==> config.mk <==
export PLATFORM = sky130hd
export DESIGN_NAME = buck_modulation_top
export DESIGN_NICKNAME = d
export VERILOG_FILES = /design/src/common/buck_pkg.sv /design/src/design/buck_modulation_top.sv /design/src/pwm_generator/pwm_timebase.sv /design/src/pwm_generator/pwm_register_file.sv /design/src/pre_modulation/buck_pre_modulation_processor.sv
export VERILOG_INCLUDE_DIRS = /design/src /design/src/common
export SDC_FILE = /design/constraint.sdc
export NUM_CORES = 2
export LEC_CHECK = 0
export ABC_AREA = 0
export BUFFER_PORTS_ARGS = -buffer_cell sky130_fd_sc_hd__buf_2
export CORE_MARGIN = 2
export CORE_UTILIZATION = 45
export CTS_BUF_LIST = sky130_fd_sc_hd__clkbuf_8
export DETAILED_ROUTE_END_ITERATION = 8
export GPL_ROUTABILITY_DRIVEN = 0
export PLACE_DENSITY = 0.6
export REMOVE_ABC_BUFFERS = 1
export SYNTH_ARGS = -nofsm -noshare
export SYNTH_HDL_FRONTEND = slang
export SYNTH_HIERARCHICAL = 1
export SYNTH_SLANG_ARGS = --single-unit
==> constraint.sdc <==
create_clock -name clock -period 30.1 [get_ports clock]
set_input_delay 4.515 -clock clock [delete_from_list [all_inputs] [get_ports clock]]
set_output_delay 4.515 -clock clock [all_outputs]
set_load 0.03 [all_outputs]
==> src/common/buck_consts.svh <==
//##########################################################################
// Buck modulation constants
// Widths, the PWM generator register map and the control words that the
// pre-modulation processor writes over the register bus
//##########################################################################

`ifndef BUCK_CONSTS_SVH
`define BUCK_CONSTS_SVH

// Timing values and write data share one width
`define BUCK_DATA_WIDTH 16
`define BUCK_ADDR_WIDTH 8

// Register map of the PWM generator
`define PWM_CTRL_ADDR 8'h00
`define PWM_PERIOD_ADDR 8'h01

// Phase k owns four addresses from here: low, high, offset and one spare
`define PWM_CMP_BASE_ADDR 8'h10

// Control register layout and the two words the processor uses
`define PWM_CTRL_ENABLE_BIT 0
`define PWM_CTRL_ON 16'h0001
`define PWM_CTRL_OFF 16'h0000

// Length of the configuration sequence
`define PWM_CFG_WORDS 3

`endif
==> src/common/buck_pkg.sv <==
//##########################################################################
// Buck modulation package
// Vector types for timing values and the register bus, and the state
// encoding of the pre-modulation processor
//##########################################################################

`include "buck_consts.svh"
`default_nettype none

package buck_pkg;

    // Period, duty, compare threshold or counter offset, in clock cycles
    typedef logic [`BUCK_DATA_WIDTH-1:0] timing_t;

    // Register write bus
    typedef logic [`BUCK_ADDR_WIDTH-1:0] reg_addr_t;
    typedef logic [`BUCK_DATA_WIDTH-1:0] reg_data_t;

    // Sequencer states of the pre-modulation processor
    typedef enum logic [2:0] {
        // Waiting for a command
        premod_idle,
        // Streaming the configuration words
        premod_configure,
        // Deriving thresholds and offsets from the inputs
        premod_calculate,
        // Streaming period and per-phase compare words
        premod_write_update,
        // A single on or off write is outstanding
        premod_wait_accept
    } premod_state_t;

endpackage

`default_nettype wire

==> src/design/buck_modulation_top.sv <==
//##########################################################################
// Buck modulation top level
// Pre-modulation processor driving the PWM register file over the write
// bus, and the timebase that turns the working registers into PWM
//##########################################################################

`timescale 1ns/10ps
`default_nettype none

module buck_modulation_top #(
    parameter int N_PHASES = 4
) (
    input  wire                                   clock,
    input  wire                                   reset,
    input  wire                                   configure,
    input  wire                                   start,
    input  wire                                   stop,
    input  wire                                   update,
    input  wire buck_pkg::timing_t                period,
    input  wire buck_pkg::timing_t                duty,
    input  wire buck_pkg::timing_t [N_PHASES-1:0] phase_shifts,
    output logic                                  done,
    output logic                                  modulator_status,
    output logic [N_PHASES-1:0]                   pwm
);

    import buck_pkg::*;

    logic write_valid;
    logic write_ready;
    reg_addr_t write_address;
    reg_data_t write_data;
    logic enable;
    logic period_end;
    timing_t working_period;
    timing_t [N_PHASES-1:0] low_thresholds;
    timing_t [N_PHASES-1:0] high_thresholds;
    timing_t [N_PHASES-1:0] offsets;

    buck_pre_modulation_processor #(
        .N_PHASES(N_PHASES)
    ) i_buck_pre_modulation_processor (
        .clock(clock),
        .reset(reset),
        .configure(configure),
        .start(start),
        .stop(stop),
        .update(update),
        .period(period),
        .duty(duty),
        .phase_shifts(phase_shifts),
        .write_ready(write_ready),
        .write_valid(write_valid),
        .write_address(write_address),
        .write_data(write_data),
        .done(done),
        .modulator_status(modulator_status)
    );

    pwm_register_file #(
        .N_PHASES(N_PHASES)
    ) i_pwm_register_file (
        .clock(clock),
        .reset(reset),
        .write_valid(write_valid),
        .write_address(write_address),
        .write_data(write_data),
        .period_end(period_end),
        .write_ready(write_ready),
        .enable(enable),
        .period(working_period),
        .low_thresholds(low_thresholds),
        .high_thresholds(high_thresholds),
        .offsets(offsets)
    );

    pwm_timebase #(
        .N_PHASES(N_PHASES)
    ) i_pwm_timebase (
        .clock(clock),
        .reset(reset),
        .enable(enable),
        .period(working_period),
        .low_thresholds(low_thresholds),
        .high_thresholds(high_thresholds),
        .offsets(offsets),
        .pwm(pwm),
        .period_end(period_end)
    );

endmodule

`default_nettype wire

==> src/pwm_generator/pwm_timebase.sv <==
//##########################################################################
// PWM timebase
// One wrapping counter per phase, started at its offset, and a registered
// window compare that forms each PWM output
//##########################################################################

`timescale 1ns/10ps
`default_nettype none

module pwm_timebase #(
    parameter int N_PHASES = 4
) (
    input  wire                                  clock,
    input  wire                                  reset,
    input  wire                                  enable,
    input  wire buck_pkg::timing_t               period,
    input  wire buck_pkg::timing_t [N_PHASES-1:0] low_thresholds,
    input  wire buck_pkg::timing_t [N_PHASES-1:0] high_thresholds,
    input  wire buck_pkg::timing_t [N_PHASES-1:0] offsets,
    output logic [N_PHASES-1:0]                  pwm,
    output logic                                 period_end
);

    import buck_pkg::*;

    timing_t counters [N_PHASES];
    logic [N_PHASES-1:0] wrap;
    logic enable_d;
    logic enable_rise;

    assign enable_rise = enable & ~enable_d;

    // The extra bit keeps the compare correct for a zero or full-scale period
    always_comb begin
        for (int k = 0; k < N_PHASES; k++) begin
            wrap[k] = ({1'b0, counters[k]} + 1'b1) >= {1'b0, period};
        end
    end

    // Phase 0 sets the period boundary for the register commit
    assign period_end = enable & enable_d & wrap[0];

    always_ff @(posedge clock) begin
        if (!reset) begin
            enable_d <= 1'b0;
            pwm <= '0;
            for (int k = 0; k < N_PHASES; k++) begin
                counters[k] <= '0;
            end
        end else begin
            enable_d <= enable;
            for (int k = 0; k < N_PHASES; k++) begin
                if (enable_rise) begin
                    counters[k] <= offsets[k];
                end else if (enable) begin
                    counters[k] <= wrap[k] ? '0 : counters[k] + 1'b1;
                end
                // Held counters are stale in the enable cycle, so the output waits one more
                pwm[k] <= enable & enable_d
                          & (counters[k] >= low_thresholds[k])
                          & (counters[k] < high_thresholds[k]);
            end
        end
    end

endmodule

`default_nettype wire

==> src/pwm_generator/pwm_register_file.sv <==
//##########################################################################
// PWM register file
// Double-buffered registers behind the write bus. Shadows commit to the
// working copies at the period boundary or whenever outputs are disabled
//##########################################################################

`timescale 1ns/10ps
`include "buck_consts.svh"
`default_nettype none

module pwm_register_file #(
    parameter int N_PHASES = 4
) (
    input  wire                                  clock,
    input  wire                                  reset,
    input  wire                                  write_valid,
    input  wire buck_pkg::reg_addr_t             write_address,
    input  wire buck_pkg::reg_data_t             write_data,
    input  wire                                  period_end,
    output logic                                 write_ready,
    output logic                                 enable,
    output buck_pkg::timing_t                    period,
    output buck_pkg::timing_t [N_PHASES-1:0]     low_thresholds,
    output buck_pkg::timing_t [N_PHASES-1:0]     high_thresholds,
    output buck_pkg::timing_t [N_PHASES-1:0]     offsets
);

    import buck_pkg::*;

    // Slot 0 holds the period, slot 1 + 3k + f holds field f of phase k
    localparam int SLOTS = 1 + 3 * N_PHASES;

    logic [SLOTS-1:0] write_select;
    logic [SLOTS-1:0] pending;
    logic ctrl_select;
    logic write_accept;
    logic commit;
    reg_data_t shadow [SLOTS];
    reg_data_t working [SLOTS];

    always_comb begin
        write_select = '0;
        write_select[0] = (write_address == `PWM_PERIOD_ADDR);
        for (int k = 0; k < N_PHASES; k++) begin
            for (int f = 0; f < 3; f++) begin
                write_select[1 + 3 * k + f] =
                    (write_address == reg_addr_t'(`PWM_CMP_BASE_ADDR + 4 * k + f));
            end
        end
    end

    assign ctrl_select = (write_address == `PWM_CTRL_ADDR);
    // A second write to a slot that has not committed yet must wait
    assign write_ready = ~|(write_select & pending);
    assign write_accept = write_valid & write_ready;
    assign commit = period_end | ~enable;

    always_ff @(posedge clock) begin
        for (int s = 0; s < SLOTS; s++) begin
            if (write_accept && write_select[s]) begin
                shadow[s] <= write_data;
            end
        end
    end

    always_ff @(posedge clock) begin
        if (!reset) begin
            enable <= 1'b0;
            pending <= '0;
            for (int s = 0; s < SLOTS; s++) begin
                working[s] <= '0;
            end
        end else begin
            if (write_accept && ctrl_select) begin
                enable <= write_data[`PWM_CTRL_ENABLE_BIT];
            end
            if (commit) begin
                for (int s = 0; s < SLOTS; s++) begin
                    if (pending[s]) begin
                        working[s] <= shadow[s];
                    end
                end
            end
            pending <= (pending & {SLOTS{~commit}}) | (write_select & {SLOTS{write_accept}});
        end
    end

    always_comb begin
        period = working[0];
        for (int k = 0; k < N_PHASES; k++) begin
            low_thresholds[k] = working[1 + 3 * k];
            high_thresholds[k] = working[2 + 3 * k];
            offsets[k] = working[3 + 3 * k];
        end
    end

endmodule

`default_nettype wire

==> src/pre_modulation/buck_pre_modulation_processor.sv <==
//##########################################################################
// Buck pre-modulation processor
// Turns period, duty and phase shifts into compare thresholds and offsets
// and writes them, with the setup and on/off words, to the PWM generator
//##########################################################################

`timescale 1ns/10ps
`include "buck_consts.svh"
`default_nettype none

module buck_pre_modulation_processor #(
    parameter int N_PHASES = 4
) (
    input  wire                                    clock,
    input  wire                                    reset,
    input  wire                                    configure,
    input  wire                                    start,
    input  wire                                    stop,
    input  wire                                    update,
    input  wire buck_pkg::timing_t                 period,
    input  wire buck_pkg::timing_t                 duty,
    input  wire buck_pkg::timing_t [N_PHASES-1:0]  phase_shifts,
    input  wire                                    write_ready,
    output logic                                   write_valid,
    output buck_pkg::reg_addr_t                    write_address,
    output buck_pkg::reg_data_t                    write_data,
    output logic                                   done,
    output logic                                   modulator_status
);

    import buck_pkg::*;

    localparam int UPDATE_WORDS = 1 + 3 * N_PHASES;
    localparam int INDEX_WIDTH = $clog2(UPDATE_WORDS);
    localparam int MAP_WIDTH = UPDATE_WORDS * `BUCK_ADDR_WIDTH;

    // Word 0 is the period, then low, high and offset of phase 0 upward
    function automatic logic [MAP_WIDTH-1:0] update_address_map();
        logic [MAP_WIDTH-1:0] map;
        map = '0;
        map[0 +: `BUCK_ADDR_WIDTH] = `PWM_PERIOD_ADDR;
        for (int k = 0; k < N_PHASES; k++) begin
            for (int f = 0; f < 3; f++) begin
                map[(1 + 3 * k + f) * `BUCK_ADDR_WIDTH +: `BUCK_ADDR_WIDTH] =
                    reg_addr_t'(`PWM_CMP_BASE_ADDR + 4 * k + f);
            end
        end
        return map;
    endfunction

    localparam logic [MAP_WIDTH-1:0] UPDATE_ADDRESSES = update_address_map();

    premod_state_t state;
    logic [INDEX_WIDTH-1:0] word_index;
    logic [INDEX_WIDTH-1:0] next_index;
    logic update_pending;
    logic write_accept;
    reg_addr_t config_next_address;
    reg_data_t config_next_data;
    reg_data_t update_words [1:UPDATE_WORDS-1];
    timing_t half_period;
    timing_t half_duty;

    assign write_accept = write_valid & write_ready;
    assign next_index = word_index + 1'b1;
    assign half_period = period >> 1;
    assign half_duty = duty >> 1;

    // Configuration leaves the generator disabled, loads the period and
    // parks phase 0 with a zero high threshold
    always_comb begin
        if (next_index == INDEX_WIDTH'(1)) begin
            config_next_address = `PWM_PERIOD_ADDR;
            config_next_data = period;
        end else begin
            config_next_address = reg_addr_t'(`PWM_CMP_BASE_ADDR + 1);
            config_next_data = '0;
        end
    end

    // All compare words come from the inputs seen in the calculate cycle
    always_ff @(posedge clock) begin
        if (state == premod_calculate) begin
            for (int k = 0; k < N_PHASES; k++) begin
                update_words[1 + 3 * k] <= half_period - half_duty;
                update_words[2 + 3 * k] <= half_period + half_duty;
                update_words[3 + 3 * k] <= (period == '0) ? '0 : phase_shifts[k] % period;
            end
        end
    end

    always_ff @(posedge clock) begin
        if (!reset) begin
            state <= premod_idle;
            word_index <= '0;
            write_valid <= 1'b0;
            done <= 1'b0;
            modulator_status <= 1'b0;
            update_pending <= 1'b0;
        end else begin
            done <= 1'b0;
            update_pending <= update_pending | update;
            case (state)
                premod_idle: begin
                    if (start) begin
                        modulator_status <= 1'b1;
                        write_valid <= 1'b1;
                        write_address <= `PWM_CTRL_ADDR;
                        write_data <= `PWM_CTRL_ON;
                        state <= premod_wait_accept;
                    end else if (stop) begin
                        modulator_status <= 1'b0;
                        write_valid <= 1'b1;
                        write_address <= `PWM_CTRL_ADDR;
                        write_data <= `PWM_CTRL_OFF;
                        state <= premod_wait_accept;
                    end else if (configure) begin
                        modulator_status <= 1'b0;
                        word_index <= '0;
                        write_valid <= 1'b1;
                        write_address <= `PWM_CTRL_ADDR;
                        write_data <= `PWM_CTRL_OFF;
                        state <= premod_configure;
                    end else if ((update_pending | update) && !modulator_status) begin
                        // A running modulator keeps the request latched until a stop
                        update_pending <= 1'b0;
                        state <= premod_calculate;
                    end
                end
                premod_configure: begin
                    if (write_accept) begin
                        if (word_index == INDEX_WIDTH'(`PWM_CFG_WORDS - 1)) begin
                            write_valid <= 1'b0;
                            done <= 1'b1;
                            state <= premod_idle;
                        end else begin
                            word_index <= next_index;
                            write_address <= config_next_address;
                            write_data <= config_next_data;
                        end
                    end
                end
                premod_calculate: begin
                    word_index <= '0;
                    write_valid <= 1'b1;
                    write_address <= UPDATE_ADDRESSES[0 +: `BUCK_ADDR_WIDTH];
                    write_data <= period;
                    state <= premod_write_update;
                end
                premod_write_update: begin
                    if (write_accept) begin
                        if (word_index == INDEX_WIDTH'(UPDATE_WORDS - 1)) begin
                            write_valid <= 1'b0;
                            done <= 1'b1;
                            state <= premod_idle;
                        end else begin
                            word_index <= next_index;
                            write_address <=
                                UPDATE_ADDRESSES[next_index * `BUCK_ADDR_WIDTH +: `BUCK_ADDR_WIDTH];
                            write_data <= update_words[next_index];
                        end
                    end
                end
                premod_wait_accept: begin
                    if (write_accept) begin
                        write_valid <= 1'b0;
                        state <= premod_idle;
                    end
                end
                default: begin
                    write_valid <= 1'b0;
                    state <= premod_idle;
                end
            endcase
        end
    end

endmodule

`default_nettype wire

== After elaboration in Yosys (flattened, before gate mapping) ==
Memory sizes are Yosys's and may differ from the RTL's.
Index checks and enable logic that the tools add are counted.

* Bits in registers: 54
* RAM bits: 672
* Bits of input ports: 102
* Output and inout port bits: 6
* Logic and storage cells: 369
* Memories: 4

* $add $sub $neg: 11
* Div/mod/pow operators: 4
* Magnitude comparators: 12
* Equal/unequal tests: 32
* Shift-type cells: 1
* Mux-type cells: 211
* Bitwise operators: 42
* Reductions and logical operators: 40

{| class="wikitable"
|+ Memory list
! memory !! words !! bits a word !! rd ports !! clocked after memory_dff !! write ports !! RTL line !! RTL
|-
| i_pwm_register_file.shadow || 13 || 16 || 13 || 0 || 1 || pwm_register_file.sv:38 || <nowiki>reg_data_t shadow [SLOTS];</nowiki>
|-
| i_pwm_register_file.working || 13 || 16 || 13 || 0 || 13 || pwm_register_file.sv:39 || <nowiki>reg_data_t working [SLOTS];</nowiki>
|-
| i_buck_pre_modulation_processor.update_words || 12 || 16 || 1 || 0 || 12 || buck_pre_modulation_processor.sv:60 || <nowiki>reg_data_t update_words [1:UPDATE_WORDS-1];</nowiki>
|-
| i_pwm_timebase.counters || 4 || 16 || 4 || 0 || 4 || pwm_timebase.sv:26 || <nowiki>timing_t counters [N_PHASES];</nowiki>
|}

{| class="wikitable"
|+ Operators with widths
! operator !! number
|-
| 16-bit 2-to-1 mux || 49
|-
| 16-bit OR reduction || 12
|-
| 1-bit 2-to-1 mux || 120
|-
| 104-bit by 8-bit indexed part select with 8-bit output (first input constant) || 1
|-
| 8-bit by 5-bit equality test with 1-bit output (second input constant) || 12
|-
| 4-bit 2-to-1 mux || 19
|-
| 16-bit by 1-bit adder with 17-bit output (second input constant) || 4
|-
| 17-bit by 16-bit greater-or-equal comparator with 1-bit output || 4
|-
| 16-bit by 1-bit adder with 16-bit output (second input constant) || 4
|-
| 16-bit greater-or-equal comparator || 4
|-
| 16-bit < comparator || 4
|-
| 16-bit by 16-bit remainder unit with 16-bit output || 4
|-
| 16-bit one-hot mux with 4 select lines || 1
|-
| 8-bit 2-to-1 mux || 7
|-
| 13-bit bitwise AND || 3
|-
| 8-bit one-hot mux with 4 select lines || 1
|-
| 3-bit 2-to-1 mux || 9
|-
| 1-bit bitwise OR || 23
|-
| 15-bit by 15-bit adder with 16-bit output || 1
|-
| 16-bit zero test || 1
|-
| 4-bit one-hot mux with 4 select lines || 1
|-
| 15-bit by 15-bit subtractor with 16-bit output || 1
|-
| 1-bit logical AND || 15
|-
| 3-bit one-hot mux with 5 select lines || 1
|-
| 28 further kinds || 52
|}

== Depth between registers and ports, before layout ==
* Depth after elaboration: 21
* Mapped depth: 140

== By module ==
Netlist, hierarchy kept.

{| class="wikitable"
|+ By module, submodules not included
! module !! times used !! cells each !! area each (um^2)
|-
| buck_pre_modulation_processor || 1 || 4,834 || 35,975.8
|-
| pwm_register_file || 1 || 799 || 14,984.4
|-
| pwm_timebase || 1 || 1,037 || 8,670.8
|}

== Worst setup path after synthesis ==
OpenSTA, ideal clock, no wires.

* Path type: input -> register
* From: in period[0]
* To: mem i_buck_pre_modulation_processor/update_words[3][12] (netlist bit) (data pin)
* Setup time: 0.256 ns
* Data arrival time: 31.995 ns
* Path slack: -2.151 ns
* Stages: 123
* Path through: inv_1 -> ha_1 -> nor4b_1 -> nand4_1 -> a32o_1 -> nor3_1 -> ha_1 -> o21ai_0 -> nand2b_1 -> and3_1 -> o41ai_2 -> ha_1 -> a21o_1 -> a31oi_1 -> or3_1 -> nand2_1 -> ha_1 -> o21a_1 -> [87 not listed] -> o2111ai_1 -> a31oi_1 -> nand2b_1 -> a21oi_1 -> clkbuf_1 -> mux2_2 -> ha_1 -> o21a_1 -> o21ai_0 -> a21oi_1 -> a221oi_1 -> a21oi_1 -> a311o_1 -> o41a_1 -> clkbuf_1 -> and2_0 -> clkbuf_1 -> a22o_1

{| class="wikitable"
|+ RTL lines
! element !! RTL line !! RTL
|-
| from (decl) || buck_modulation_top.sv:19 || <nowiki>input wire buck_pkg::timing_t period,</nowiki>
|-
| to (decl) || buck_pre_modulation_processor.sv:60 ||
|}

==> impl_metrics.env <==
export IMPL_grt_overflow=0
export IMPL_syn_instance_count=6670
export IMPL_power_mw=3.242
export IMPL_start_util_pct=45.36
export IMPL_grt_pass1_vias=56829
export IMPL_drt_wl_total_um=201600
export IMPL_io_buffers=106
export IMPL_fillers=11344
export IMPL_stdcell_count=10419
export IMPL_timing_fmax_mhz=34.01
export IMPL_cts_buffers_inserted=97
export IMPL_required_ns=30.52
export IMPL_syn_area_um2=59630
export IMPL_maxSlewHeadroom_pct=-6.884
export IMPL_crit_type="input port to flop"
export IMPL_cts_max_path_buffers=3
export IMPL_dp_hpwl_um=151200
export IMPL_hold_viol=0
export IMPL_antenna_found_initial=23
export IMPL_synth_edf_count=596
export IMPL_ios=108
export IMPL_synth_area_top_cells="edfxtp_1 (30%), ha_1 (16%), nand2_1 (3.5%)"
export IMPL_worst_path_max_delay_cell="or4b_2"
export IMPL_fp_dieArea_um2=135400
export IMPL_synthDistinctLibCells=118
export IMPL_clk_transition_reported_paths_ns=0.06
export IMPL_violations="max-capacitance violations, max-slew violations"
export IMPL_drt_iter0_drc=3811
export IMPL_synth_top_cell_area_share_pct=30.01
export IMPL_place_inst=10125
export IMPL_coreArea_um2=131500
export IMPL_p_per_area_nw_per_um2=40.02
export IMPL_syn_avg_cell_area_um2=8.940
export IMPL_cp_max_fo=9
export IMPL_startpoint_type="input port"
export IMPL_tightestPinTransition_ns=1.595
export IMPL_synth_async_sr_flop_share_pct=0
export IMPL_htreeDepth=3
export IMPL_synth_top_area_cell="edfxtp_1"
export IMPL_track_usage_pct=28.37
export IMPL_cts_tree="yes"
export IMPL_post_route_min_period_ns=29.40
export IMPL_clock_sinks=626
export IMPL_rows=133
export IMPL_drive_gt1_share_pct=33.29
export IMPL_vias=58855
export IMPL_viasPerCell=5.649
export IMPL_root_buffer="clkbuf_8"
export IMPL_nets=9464
export IMPL_clk_latency_ns=0.76
export IMPL_areaGrowthSynthToFinish_pct=35.84
export IMPL_maxSlewViolCount=7
export IMPL_run_status="finished with violations"
export IMPL_yosysMostFrequentCell="ha_1"
export IMPL_hold_path_class="flop to flop"
export IMPL_ys_seq_area_share_pct=31.02
export IMPL_grt_max_degree=117
export IMPL_fin_crit_sh_pct=97.68
export IMPL_fp_dieH_um=368.0
export IMPL_drc=0
export IMPL_grt_pass1_wl_um=306100
export IMPL_worstSetupEndpointType="flop"
export IMPL_drtPass1Iterations=5
export IMPL_dieWidth_um=368.0
export IMPL_ys_flop_type="edfxtp_1"
export IMPL_antenna_left=0
export IMPL_synth_seq_cells=626
export IMPL_vdd_drop_max_mv=0.03047
export IMPL_wl_per_cell_um=19.35
export IMPL_max_stage_delay_ns=0.64
export IMPL_arrival_ns=29.82
export IMPL_hold_buffers=0
export IMPL_setup_viol=0
export IMPL_crit_path_frequent_cell="buf_4"
export IMPL_synth_common_cells="ha_1 (778), edfxtp_1 (596), nand2_1 (560)"
export IMPL_cap_violations=1
export IMPL_final_setup_skew_ns=0.09127
export IMPL_rsz0062_at_grt="yes"
export IMPL_p_leak_nw=36.38
export IMPL_yosysWarnings=6
final cells by class:
type	count	area (µm²)	share of cell area, %
antenna	5	12.51	0.01545
inverter	402	1514	1.869
clock inverter	77	416.7	0.5143
tap	1755	2196	2.711
timing repair buffer	2046	15280	18.86
sequential	626	18500	22.84
clock buffer	103	1418	1.750
multi-input combinational	5405	41670	51.45
cell families (layout without fill, tap and decap cells):
family | count (synthesis) | after routing | synth area share, %
buf+inv | 641 | 2628 | 4.140
compound gates | 1842 | 1842 | 20.97
mux | 161 | 161 | 2.950
flops | 626 | 626 | 31.02
fa+ha+maj | 784 | 784 | 16.53
simple gates | 2238 | 2238 | 18.85
other cells | 1 | 8 | 0.006289
xor+xnor | 377 | 377 | 5.537
state kept, by name (all words and copies together) (netlist names):
name                                              flops
i_buck_pre_modulation_processor/word_index            4
i_buck_pre_modulation_processor/state                 3
i_buck_pre_modulation_processor/write_valid           1
i_pwm_timebase/enable_d                               1
i_pwm_register_file/shadow                          208
i_pwm_timebase/pwm                                    4
i_buck_pre_modulation_processor/modulator_status      1
i_buck_pre_modulation_processor/write_address         5
i_pwm_timebase/counters                              64
i_buck_pre_modulation_processor/done                  1
i_pwm_register_file/pending                          13
i_pwm_register_file/enable                            1
i_buck_pre_modulation_processor/update_pending        1
i_buck_pre_modulation_processor/write_data           16
i_pwm_register_file/working                         208
i_buck_pre_modulation_processor/update_words         95
placed cells by master, fill, tap and decap left out, types with 58 or more instances in the layout:
| cell | instances |
|---|---|
| a211oi_1 | 82 |
| a21o_1 | 149 |
| a21oi_1 | 311 |
| a21oi_2 | 92 |
| a31oi_1 | 77 |
| and2_1 | 91 |
| and3_1 | 188 |
| buf_2 | 106 |
| buf_4 | 1908 |
| clkbuf_8 | 103 |
| edfxtp_1 | 596 |
| ha_1 | 721 |
| inv_1 | 418 |
| mux2i_1 | 80 |
| nand2_1 | 552 |
| nand2b_1 | 71 |
| nand3_1 | 174 |
| nand4_1 | 72 |
| nor2_1 | 441 |
| nor2b_1 | 62 |
| nor3_1 | 198 |
| o211ai_1 | 90 |
| o21a_1 | 170 |
| o21ai_0 | 251 |
| or2_2 | 58 |
| or3_1 | 69 |
| xnor2_1 | 223 |
| xor2_1 | 152 |
worst max-delay path, delay by kind of cell:
kind,cells,cell delay (ns)
buf+inv,21,3.17
mux,4,1.32
simple gates,32,5.33
compound gates,56,11.21
fa+ha+maj,15,4.24
timing repair:
item                                    4_1_cts  5_1_grt
endpoints found under the setup margin       64       64
setup buffers                                 8       98
pin swaps                                    28      212
endpoints found under the hold margin         0        0
cloned                                        0        3
gates resized for setup                     136      500
power by group:
group	switching, mW	total (mW)	internal, mW
sequential	0.0396	1.04	1.00
clock	0.344	0.675	0.331
combinational	0.744	1.53	0.781
path summary, 6_finish.rpt:
kind,start,endpoint,slack (ns),cells past startpoint
setup / recovery,period[12],flop,0.70,128
hold / removal,i_pwm_register_file/working[1][71],i_pwm_timebase/counters[3][7],0.46,2
setup reg to reg,i_pwm_timebase/counters[0][0],i_pwm_register_file/working[0][50],24.84,15
hold reg to reg,i_pwm_register_file/working[1][71],i_pwm_timebase/counters[3][7],0.46,2
metal layers:
layer | routed length [µm] | vias to the layer above | GRT usage (%)
met5 | 113 | - | 0
met4 | 8148 | 18 | 10.42
met3 | 10920 | 408 | 3.222
met2 | 98620 | 1480 | 50.12
met1 | 83800 | 28130 | 35.46
li1 | - | 28819 | -
per-stage QoR:
stage / hold slack, ns / setup WS [ns] / TNS (ns) / util, % / cell area [µm²]
6_report: 0.4610 / 0.6986 / 0 / 61.62 / 81010
5_1_grt: 0.4829 / -0.2635 / -5.997 / 61.61 / 81000
4_1_cts: 0.4612 / 0.02854 / 0 / 59.18 / 77800
3_5_place_dp: 0.4664 / -2.316 / -112.69 / 57.32 / 75350
3_3_place_gp: 0.4532 / -1.831 / -92.31 / 57.32 / 75350
2_1_floorplan: 0.4393 / -3.792 / -214.97 / - / 58680
(Power assumes the default switching activity.)
